**src/br_defs.svh**
```systemverilog
`ifndef BR_DEFS_SVH
`define BR_DEFS_SVH

// integer register and operand width.
`define BR_XLEN 64

// program counter and branch target width.
`define BR_PC_W 64

// reorder buffer id width.
`define BR_ROBID_W 6

// entries in the branch issue queue.
// 2, 4 and 8 are all supported.
`define BR_IQ_DEPTH 4

`endif

```
**src/instr_pkg.sv**
```systemverilog
`default_nettype none

`include "br_defs.svh"

package instr_pkg;

    typedef logic [`BR_XLEN-1:0] xlen_t;  // operand and link data.
    typedef logic [`BR_PC_W-1:0] pc_t;    // pc and targets.

    // micro-op classes seen by the execute cluster.
    typedef enum logic [2:0] {
        U_NOP  = 3'd0,
        U_ALU  = 3'd1,
        U_BR   = 3'd2,  // conditional branch.
        U_JAL  = 3'd3,
        U_JALR = 3'd4
    } uop_e;

    // branch conditions in funct3 encoding.
    typedef enum logic [2:0] {
        BR_BEQ  = 3'd0,
        BR_BNE  = 3'd1,
        BR_BLT  = 3'd4,
        BR_BGE  = 3'd5,
        BR_BLTU = 3'd6,
        BR_BGEU = 3'd7
    } br_funct_e;

    // decoded micro-op as delivered by rename and issue.
    typedef struct packed {
        uop_e      uop;
        br_funct_e funct3;  // only meaningful for U_BR.
        pc_t       pc;
        xlen_t     imm;     // already sign extended.
    } uinstr_t;

    // true for anything the branch unit resolves.
    function automatic logic is_branch(input uop_e uop);
        logic br;
        br = 1'b0;
        case (uop)
            U_BR, U_JAL, U_JALR: br = 1'b1;
            default:             br = 1'b0;
        endcase
        return br;
    endfunction

endpackage

`default_nettype wire

```
**src/exec_pkg.sv**
```systemverilog
`default_nettype none

`include "br_defs.svh"

package exec_pkg;

    typedef logic [`BR_ROBID_W-1:0] robid_t;

    // issued micro-op with its source values already read.
    typedef struct packed {
        instr_pkg::uinstr_t uinstr;
        robid_t             robid;
        instr_pkg::xlen_t   src1;
        instr_pkg::xlen_t   src2;
    } iss_pkt_t;

    // redirect request toward the front end.
    // the front end always predicted fall through.
    typedef struct packed {
        logic           valid;
        instr_pkg::pc_t target;  // true next pc.
        robid_t         robid;
    } mispred_t;

    // resolved branch leaving the cluster.
    typedef struct packed {
        instr_pkg::xlen_t result;   // link value pc+4.
        mispred_t         mispred;
    } br_res_t;

endpackage

`default_nettype wire

```
**src/br_stage_if.sv**
```systemverilog
`timescale 1ns/1ns
`default_nettype none

// valid/ready link between pipeline stages.
// a transfer happens on a clock edge with valid and ready both high.
interface br_stage_if #(
    parameter type data_t = logic
) ();

    logic  valid;
    logic  ready;
    data_t data;   // held stable while valid waits for ready.

    modport producer (
        output valid,
        output data,
        input  ready
    );

    modport consumer (
        input  valid,
        input  data,
        output ready
    );

endinterface

`default_nettype wire

```
**src/br_exec_top.sv**
```systemverilog
`timescale 1ns/1ns
`default_nettype none

`include "br_defs.svh"

module br_exec_top (
    input  wire logic                      clk,
    input  wire logic                      rst_n,

    // issue side.
    input  wire logic                      iss_req,
    input  wire instr_pkg::uop_e           iss_uop,
    input  wire instr_pkg::br_funct_e      iss_funct3,
    input  wire logic [`BR_PC_W-1:0]       iss_pc,
    input  wire logic [`BR_XLEN-1:0]       iss_imm,
    input  wire logic [`BR_XLEN-1:0]       iss_src1,
    input  wire logic [`BR_XLEN-1:0]       iss_src2,
    input  wire logic [`BR_ROBID_W-1:0]    iss_robid,
    output logic                           iss_ack,

    // result side.
    input  wire logic                      res_ack,
    output logic                           res_req,
    output logic [`BR_XLEN-1:0]            res_result,
    output logic                           res_mispred,
    output logic [`BR_PC_W-1:0]            res_target,
    output logic [`BR_ROBID_W-1:0]         res_robid
);

    exec_pkg::iss_pkt_t iss_pkt;
    exec_pkg::br_res_t  res_pkt;

    br_stage_if #(.data_t(exec_pkg::iss_pkt_t)) iq_if ();
    br_stage_if #(.data_t(exec_pkg::br_res_t))  res_if ();

    // gather the flat inputs into an issue packet.
    assign iss_pkt.uinstr.uop    = iss_uop;
    assign iss_pkt.uinstr.funct3 = iss_funct3;
    assign iss_pkt.uinstr.pc     = iss_pc;
    assign iss_pkt.uinstr.imm    = iss_imm;
    assign iss_pkt.robid         = iss_robid;
    assign iss_pkt.src1          = iss_src1;
    assign iss_pkt.src2          = iss_src2;

    br_issue_q u_issue_q (
        .clk     (clk),
        .rst_n   (rst_n),
        .iss_req (iss_req),
        .iss_pkt (iss_pkt),
        .iss_ack (iss_ack),
        .deq     (iq_if.producer)
    );

    ibr u_ibr (
        .clk   (clk),
        .rst_n (rst_n),
        .iss   (iq_if.consumer),
        .res   (res_if.producer)
    );

    br_result_tx u_result_tx (
        .clk     (clk),
        .rst_n   (rst_n),
        .res_ack (res_ack),
        .res     (res_if.consumer),
        .res_req (res_req),
        .res_pkt (res_pkt)
    );

    // flatten the outgoing result.
    assign res_result  = res_pkt.result;
    assign res_mispred = res_pkt.mispred.valid;
    assign res_target  = res_pkt.mispred.target;
    assign res_robid   = res_pkt.mispred.robid;

endmodule

`default_nettype wire

```
**src/br_issue_q.sv**
```systemverilog
`timescale 1ns/1ns
`default_nettype none

`include "br_defs.svh"

module br_issue_q (
    input  wire logic                clk,
    input  wire logic                rst_n,
    input  wire logic                iss_req,
    input  wire exec_pkg::iss_pkt_t  iss_pkt,
    output logic                     iss_ack,
    br_stage_if.producer             deq
);

    localparam int DEPTH = `BR_IQ_DEPTH;
    localparam int PTR_W = (DEPTH > 1) ? $clog2(DEPTH) : 1;
    localparam int CNT_W = $clog2(DEPTH + 1);

    typedef enum logic [1:0] {
        RX_IDLE,
        RX_ACK_HIGH,
        RX_WAIT_REQ_LOW
    } rx_state_e;

    rx_state_e          rx_state;
    exec_pkg::iss_pkt_t mem [DEPTH];
    logic [PTR_W-1:0]   wr_ptr;
    logic [PTR_W-1:0]   rd_ptr;
    logic [CNT_W-1:0]   count;
    logic               full;
    logic               push;
    logic               pop;

    assign full = (count == CNT_W'(DEPTH));
    assign push = (rx_state == RX_IDLE) && iss_req && !full;  // new request only from idle.
    assign pop  = deq.valid && deq.ready;

    assign iss_ack = (rx_state != RX_IDLE);

    // four-phase receive.
    always_ff @(posedge clk or negedge rst_n) begin
        if (!rst_n) begin
            rx_state <= RX_IDLE;
        end else begin
            case (rx_state)
                RX_IDLE: begin
                    if (push) rx_state <= RX_ACK_HIGH;  // a full queue leaves req waiting.
                end
                RX_ACK_HIGH: begin
                    if (!iss_req) rx_state <= RX_IDLE;
                    else          rx_state <= RX_WAIT_REQ_LOW;
                end
                RX_WAIT_REQ_LOW: begin
                    if (!iss_req) rx_state <= RX_IDLE;  // ack drops on this edge.
                end
                default: rx_state <= RX_IDLE;
            endcase
        end
    end

    // circular buffer pointers and occupancy.
    always_ff @(posedge clk or negedge rst_n) begin
        if (!rst_n) begin
            wr_ptr <= '0;
            rd_ptr <= '0;
            count  <= '0;
        end else begin
            if (push) begin
                wr_ptr <= (wr_ptr == PTR_W'(DEPTH - 1)) ? '0 : wr_ptr + 1'b1;
            end
            if (pop) begin
                rd_ptr <= (rd_ptr == PTR_W'(DEPTH - 1)) ? '0 : rd_ptr + 1'b1;
            end
            case ({push, pop})
                2'b10:   count <= count + 1'b1;
                2'b01:   count <= count - 1'b1;
                default: count <= count;  // both or neither.
            endcase
        end
    end

    // entry storage.
    always_ff @(posedge clk) begin
        if (push) mem[wr_ptr] <= iss_pkt;
    end

    assign deq.valid = (count != '0);
    assign deq.data  = mem[rd_ptr];  // head of queue.

endmodule

`default_nettype wire

```
**src/br_result_tx.sv**
```systemverilog
`timescale 1ns/1ns
`default_nettype none

module br_result_tx (
    input  wire logic            clk,
    input  wire logic            rst_n,
    input  wire logic            res_ack,
    br_stage_if.consumer         res,
    output logic                 res_req,
    output exec_pkg::br_res_t    res_pkt
);

    typedef enum logic [1:0] {
        TX_IDLE,
        TX_REQ_HIGH,
        TX_WAIT_ACK_LOW
    } tx_state_e;

    tx_state_e         tx_state;
    exec_pkg::br_res_t hold;
    logic              take;

    // a new result is taken only once the previous exchange is closed.
    assign res.ready = (tx_state == TX_IDLE);
    assign take      = res.valid && res.ready;

    always_ff @(posedge clk or negedge rst_n) begin
        if (!rst_n) begin
            tx_state <= TX_IDLE;
        end else begin
            case (tx_state)
                TX_IDLE: begin
                    if (take) tx_state <= TX_REQ_HIGH;
                end
                TX_REQ_HIGH: begin
                    if (res_ack) tx_state <= TX_WAIT_ACK_LOW;  // drop req.
                end
                TX_WAIT_ACK_LOW: begin
                    if (!res_ack) tx_state <= TX_IDLE;
                end
                default: tx_state <= TX_IDLE;
            endcase
        end
    end

    // holding register for the packet on the wire.
    always_ff @(posedge clk) begin
        if (take) hold <= res.data;
    end

    assign res_req = (tx_state == TX_REQ_HIGH);
    assign res_pkt = hold;  // stable for the whole exchange.

endmodule

`default_nettype wire

```
**src/ibr.sv**
```systemverilog
`timescale 1ns/1ns
`default_nettype none

module ibr (
    input  wire logic    clk,
    input  wire logic    rst_n,
    br_stage_if.consumer iss,
    br_stage_if.producer res
);

    instr_pkg::uinstr_t uinstr_ex0;
    instr_pkg::xlen_t   src1_ex0;
    instr_pkg::xlen_t   src2_ex0;
    instr_pkg::pc_t     pcnxt_ex0;
    instr_pkg::pc_t     tkn_tgt_ex0;
    instr_pkg::pc_t     tru_tgt_ex0;
    logic               tkn_ex0;
    logic               isbr_ex0;
    exec_pkg::br_res_t  res_ex0;

    logic               ex1_vld;
    exec_pkg::br_res_t  ex1_res;

    assign uinstr_ex0 = iss.data.uinstr;
    assign src1_ex0   = iss.data.src1;
    assign src2_ex0   = iss.data.src2;
    assign isbr_ex0   = instr_pkg::is_branch(uinstr_ex0.uop);

    // EX0 condition evaluation.
    always_comb begin
        tkn_ex0 = 1'b0;
        case (uinstr_ex0.uop)
            instr_pkg::U_BR: begin
                case (uinstr_ex0.funct3)
                    instr_pkg::BR_BEQ:  tkn_ex0 = (src1_ex0 == src2_ex0);
                    instr_pkg::BR_BNE:  tkn_ex0 = (src1_ex0 != src2_ex0);
                    instr_pkg::BR_BLT:  tkn_ex0 = ($signed(src1_ex0) <  $signed(src2_ex0));
                    instr_pkg::BR_BGE:  tkn_ex0 = ($signed(src1_ex0) >= $signed(src2_ex0));
                    instr_pkg::BR_BLTU: tkn_ex0 = (src1_ex0 <  src2_ex0);
                    instr_pkg::BR_BGEU: tkn_ex0 = (src1_ex0 >= src2_ex0);
                    default:            tkn_ex0 = 1'b0;  // reserved funct3.
                endcase
            end
            instr_pkg::U_JAL, instr_pkg::U_JALR: tkn_ex0 = 1'b1;
            default:                             tkn_ex0 = 1'b0;
        endcase
    end

    // JALR targets are register relative with bit 0 cleared.
    always_comb begin
        if (uinstr_ex0.uop == instr_pkg::U_JALR) begin
            tkn_tgt_ex0 = instr_pkg::pc_t'(src1_ex0 + uinstr_ex0.imm) & ~instr_pkg::pc_t'(1);
        end else begin
            tkn_tgt_ex0 = uinstr_ex0.pc + instr_pkg::pc_t'(uinstr_ex0.imm);
        end
    end

    assign pcnxt_ex0   = uinstr_ex0.pc + instr_pkg::pc_t'(4);  // no compressed ops.
    assign tru_tgt_ex0 = tkn_ex0 ? tkn_tgt_ex0 : pcnxt_ex0;

    assign res_ex0.result         = instr_pkg::xlen_t'(pcnxt_ex0);
    assign res_ex0.mispred.valid  = (tru_tgt_ex0 != pcnxt_ex0);  // predicted fall through.
    assign res_ex0.mispred.target = tru_tgt_ex0;
    assign res_ex0.mispred.robid  = iss.data.robid;

    // EX1 accepts when empty or draining this cycle.
    assign iss.ready = !ex1_vld || res.ready;

    always_ff @(posedge clk or negedge rst_n) begin
        if (!rst_n) begin
            ex1_vld <= 1'b0;
        end else if (iss.ready) begin
            ex1_vld <= iss.valid && isbr_ex0;  // non-branches just drop out.
        end
    end

    always_ff @(posedge clk) begin
        if (iss.valid && iss.ready && isbr_ex0) ex1_res <= res_ex0;
    end

    assign res.valid = ex1_vld;
    assign res.data  = ex1_res;

endmodule

`default_nettype wire

```
**config.mk**
```make
export PLATFORM = sky130hd
export DESIGN_NAME = br_exec_top
export DESIGN_NICKNAME = d
export VERILOG_FILES = /design/src/instr_pkg.sv /design/src/exec_pkg.sv /design/src/br_stage_if.sv /design/src/br_exec_top.sv /design/src/br_issue_q.sv /design/src/br_result_tx.sv /design/src/ibr.sv
export VERILOG_INCLUDE_DIRS = /design/src
export SDC_FILE = /design/constraint.sdc
export NUM_CORES = 2
export LEC_CHECK = 0
export ABC_AREA = 1
export BUFFER_PORTS_ARGS = -buffer_cell sky130_fd_sc_hd__buf_2
export CAP_MARGIN = 20
export CORE_ASPECT_RATIO = 0.5
export CORE_MARGIN = 8
export CORE_UTILIZATION = 45
export DETAILED_ROUTE_END_ITERATION = 10
export SLEW_MARGIN = 20
export SYNTH_ARGS = -nofsm -noshare
export SYNTH_HDL_FRONTEND = slang
export SYNTH_SLANG_ARGS = --single-unit
```
**constraint.sdc**
```tcl
create_clock -name clk -period 23.3 [get_ports clk]
set_input_delay 4.66 -clock clk [delete_from_list [all_inputs] [get_ports clk]]
set_output_delay 4.66 -clock clk [all_outputs]
set_load 0.005 [all_outputs]
```
; Word-level counts from Yosys, hierarchy flattened
; Memory sizes are Yosys's and may differ from the RTL's.
; Index checks and enable logic that the tools add are counted.
[classes]
reduce_logical = 19
n_mux = 18
order_cmp = 4
addsub = 7
n_eq_ne = 25
[op_table]
columns = op, n
row1 = adder 64 bit, 2
row2 = >= comparator 64 bit, 2
row3 = less-than comparator 64 bit, 2
row4 = 2-to-1 mux 64 bit, 2
row5 = != test 64 bit, 2
row6 = adder 64 x 3 -> 64 bit (second input constant), 1
row7 = equality test 64 bit, 1
row8 = equality test 3 bit (second input constant), 6
row9 = 2-to-1 mux 2 bit, 8
row10 = one-hot mux 2 bit (3 select lines), 2
row11 = equality test 2 bit (second input constant), 5
row12 = equality test 2 x 1 -> 1 bit (second input constant), 3
row13 = equality test 3 x 2 -> 1 bit (second input constant), 2
row14 = logical AND 1 bit, 6
row15 = != test 2 bit (second input constant), 3
row16 = one-hot mux 1 bit (6 select lines), 1
row17 = one-hot mux 3 bit (2 select lines), 1
row18 = adder 2 x 1 -> 2 bit (second input constant), 2
row19 = zero test 2 bit, 2
row20 = != test 2 x 1 -> 1 bit (second input constant), 2
row21 = nonzero test 2 bit, 2
row22 = adder 3 x 1 -> 3 bit (second input constant), 1
row23 = equality test 3 x 1 -> 1 bit (second input constant), 1
row24 = zero test 3 bit, 1
row25 = 10 further kinds, 13
[totals]
word_cells = 88
ff_bits = 282
out_inout_bits = 137
mem_count = 1
input_bits = 272
ramBits = 1072
[memory_table]
columns = memory, words, width, read_ports, rd_clocked_by_memory_dff, write_ports, line_no
row1 = u_issue_q.mem, 4, 268, 1, 0, 1, br_issue_q.sv:26  ; exec_pkg::iss_pkt_t mem [DEPTH];

; Logic depth before layout (Yosys ltp)
; An unclocked memory read counts as a cell.
[logic_depth]
depth_word = 6
ltp_mapped = 43
depth_no_buf = 34

; By module
; A second synthesis with hierarchy kept.
[unflattened]
hier_cells = 6595
hier_area_um2 = 66462.5
[by_module_without_submodules]
columns = module, n_inst, cells_each, area_each_um2, seq_area_each_um2
row1 = br_issue_q, 1, 3195, 42435.7, 32416.1
row2 = ibr, 1, 3251, 19874.1, 4078.9
row3 = br_result_tx, 1, 149, 4152.7, 4103.9

; Worst setup path after synthesis
; No wires, ideal clock.
[synth_timing]
path_kind = input -> register
start = input port iss_req
end = memory u_issue_q.mem[0][0] (netlist bit) (enable)
setup_time_ps = 903
path_slack_ps = 6057
stages = 4
arrival_time_ps = 16340
path_buffers = 0
cell_sequence = inv_1 nor3_1 inv_1 nor2_1
[synth_between]
elab_chain_len = 4
[synth_rtl]
columns = item, line_no
row1 = start: declaration, br_exec_top.sv:11  ; input wire logic iss_req,
row2 = logical AND 1 bit (2 in series), br_issue_q.sv:35  ; assign push = (rx_state == RX_IDLE) && iss_req && !full;
row3 = 2-to-1 mux 1 bit, br_issue_q.sv:84  ; if (push) mem[wr_ptr] <= iss_pkt;
row4 = 2-to-1 mux 1 bit (not written as such), br_issue_q.sv:84
row5 = end: declaration, br_issue_q.sv:26
; No other way between the ends.

==> reports/qor_table.md <==
| Item | Value |
|---|---|
| Detailed Place HPWL | 159.0 mm |
| Width of the die | 552.2 µm |
| Core area | 142700 µm² |
| Per-cell via count in the routed design | 5.695 |
| Area enclosed by the die boundary | 156900 µm² |
| Highest routing layer actually used | met5 |
| First-pass GRT wire length | 308.3 mm |
| Status | finished, final reports clean |
| Data arrival time at the worst-slack endpoint | 9.00 ns |
| Number of max-capacitance violations reported | 0 |
| Root buffer selected by CTS | clkbuf_16 |
| Final antenna-violating net count | 0 |
| Cell mode on critical path | nand2_1 |
| Cell accounting for the most synthesized area | edfxtp_1 |
| Number of warnings reported in the yosys synthesis log | 0 |
| Initial cell density of the core | 45.32% |
| Cells after Synth | 6098 |
| Global-route total usage across every layer | 26.30% |
| Number of DRC markers in iteration 0 | 5082 |
| Tcrit/Tclk final | 36.06% |
| Cell family contributing the most delay on the critical path | buffers and inverters |
| Critical path capture point type | flip-flop |
| Hold violation count in the final report | 0 |
| Via count of the first global-routing pass | 45.23k |
| Proportion of synthesized flip-flops having asynchronous set or reset | 0.8863% |
| Max Clock Freq | 119.0 MHz |
| Slew at the pin closest to its max-slew limit | 1.161 ns |
| Buffers from clock root to sink, at most | 3 |
| Largest net degree at the start of global routing | 234 |
| Count of hold buffers inserted by post-cts repair | 0 |
| Number of buffers added for setup after CTS | 0 |
| Clock-pin slew of the registers on the worst-case setup and hold paths | 0.09 ns |
| Leading cell types in the layout, fill and taps excluded | edfxtp_1 (1342), nand2_1 (1181), nor2_1 (720), o21ai_0 (537), inv_1 (501) |
| Clk_skew | 0.05996 ns |
| Worst stage delay on the critical path | 0.90 ns |
| Post-cts resize count | 0 |
| Required time of the critical path | 23.90 ns |
| Slew margin rel. | 22.62% |
| Standard-cell rows | 98 |
| Commonest non-fill, non-tap cell in the layout | edfxtp_1 |
| Total iterations of the first detailed-routing run | 6 |
| Final routed DRC violation total | 0 |
| Met2 WL post-DR | 93.19 mm |
| Dominant synthesized flop cell | edfxtp_1 |
| Die boundary height | 284.1 µm |
| Placer's final routability congestion estimate | 0.9649 |
| Routed wirelength normalized by instance count | 25.47 µm |
| Area of the mapped netlist | 64680 µm² |
| Startpoint class of the critical path | flip-flop |
| Top fanout value on the critical path | 214 |
| DR vias | 48.17k |
| Synthesized net count | 6569 |
| Port Buffer Count | 408 |
| Final WL | 215.4 mm |
| Top-area cell type share of the netlist area | 62.31% |
| Clock tree sinks | 1354 |
| Setup violators final | 0 |
| Worst Path Buf+Inv | 4 |
| Routed met3 length | 17.36 mm |
| Number of buffers created by CTS | 118 |
| Distinct cell type count of the synthesized netlist | 68 |
| Number of pins with negative max-slew slack in the final report | 0 |
| Filler cells | 12.80k |
| Mean instance size in the synthesized netlist | 10.61 µm² |
| Area added between synthesis and finish | 11.78% |
| Crit Path Class | reg2reg |
| Slowest CP cell | buf_4 |
| H-tree depth | 3 |
| Clock network latency to the later pin of the worst-skew pair | 0.76 ns |
| Final net count | 6924 |
| Total congestion overflow | 0 |
| Crit path time final | 8.403 ns |
| Setup repair after global routing missed its margin | no |
| Count of flip-flops with a built-in enable after synthesis | 1342 |
| Kind of path behind the tightest hold check | reg2reg |
| Layout cell share with drive strength beyond 1 | 11.98% |
| Dominant cells by area after synthesis | edfxtp_1 (62%), nand2_1 (6.9%), nor2_1 (4.2%) |
| Count of pins on the block boundary | 409 |
| TritonCTS clock tree | yes |
| Synth Register Bits | 1354 |
| Met1 WL | 101.6 mm |
| Total Neg Setup Slack | 0 ns |
| Number of antenna violations at the first check in global routing | 35 |
| Proportion of synthesized chip area in sequential cells | 62.77% |
-- worst paths after layout --
kind	start	endpoint	slack, ns	depth (start not counted)
setup / recovery	u_issue_q.rd_ptr[0]$_DFFE_PN0P_	u_ibr.res.data[70]$_DFFE_PP_	14.90	27
hold / removal	u_ibr.res.data[130]$_DFFE_PP_	u_result_tx.res_pkt[130]$_DFFE_PP_	0.41	0
setup reg to reg	u_issue_q.rd_ptr[0]$_DFFE_PN0P_	u_ibr.res.data[70]$_DFFE_PP_	14.90	27
hold reg to reg	u_ibr.res.data[130]$_DFFE_PP_	u_result_tx.res_pkt[130]$_DFFE_PP_	0.41	0
max in group asynchronous	rst_n	u_issue_q.rd_ptr[1]$_DFFE_PN0P_	19.16	1
min in group asynchronous	rst_n	u_result_tx.tx_state[0]$_DFFE_PN0P_	3.85	1
-- cell families (layout without fill, tap and decap cells) --
family	Yosys count	count (layout)	synth area share, %
compound gates	1276	1276	11.68
simple gates	2431	2431	15.70
fa+ha+maj	199	199	3.884
xor+xnor	77	77	1.078
flops	1354	1354	62.77
other cells	0	16	0
buf+inv	761	1206	4.883
-- layer usage --
layer	global-route usage, %	up-vias
met4	4.310	8
met5	0	-
met1	40.31	23890
li1	-	22200
met3	4.785	237
met2	39.43	1839
-- sequential cells by signal (all words and copies together), names as in the netlist --
name and count:
u_issue_q.rd_ptr 2, u_issue_q.mem 1072, u_ibr.res.data 135, u_result_tx.res_pkt 135, u_issue_q.wr_ptr 2, u_issue_q.count 3
u_ibr.res.valid 1, u_result_tx.tx_state 2, u_issue_q.rx_state 2
-- metrics by stage --
stage	instance area (µm²)	hold WS [ns]	setup slack [ns]	utilization [%]	instances
2_1_floorplan	64680	0.4003	6.057	-	6098
3_3_place_gp	68460	0.4022	15.34	47.97	8232
3_5_place_dp	68460	0.4045	15.20	47.97	8232
4_1_cts	72230	0.4077	15.18	50.61	8442
5_1_grt	72270	0.4208	14.45	50.64	8448
6_report	72300	0.4051	14.90	50.66	8459
-- synth_stat cells (all sizes together) (3+ instances only) --
library cell	count
edfxtp	1342
nand2	1195
nor2	756
o21ai	557
inv	538
a21oi	358
nand3	302
ha	196
o22ai	141
clkbuf	125
buf	96
a32o	68
xor2	58
nor3	45
nand4	43
nand3b	31
a21o	29
or2	28
o21bai	26
a32oi	24
xnor2	19
nor4	17
a31oi	16
o21a	16
a21boi	15
dfrtp	12
o211ai	12
and2	9
fa	3
o31ai	3
-- area by class of cell --
cell class              instances  area (µm²)  area share, %
inverters                     540        2056          2.843
well taps                    1900        2377          3.288
multi-input cells            3983       20980          29.02
flip-flops and latches       1354       40610          56.16
diodes                         16       40.04        0.05538
clock buffers                 132        3027          4.186
repair buffers                456        2476          3.425
clock inverters                78       737.0          1.019
Power is not shown: default switching activity piles up to over one toggle a cycle in this logic, so the estimate is an artifact.
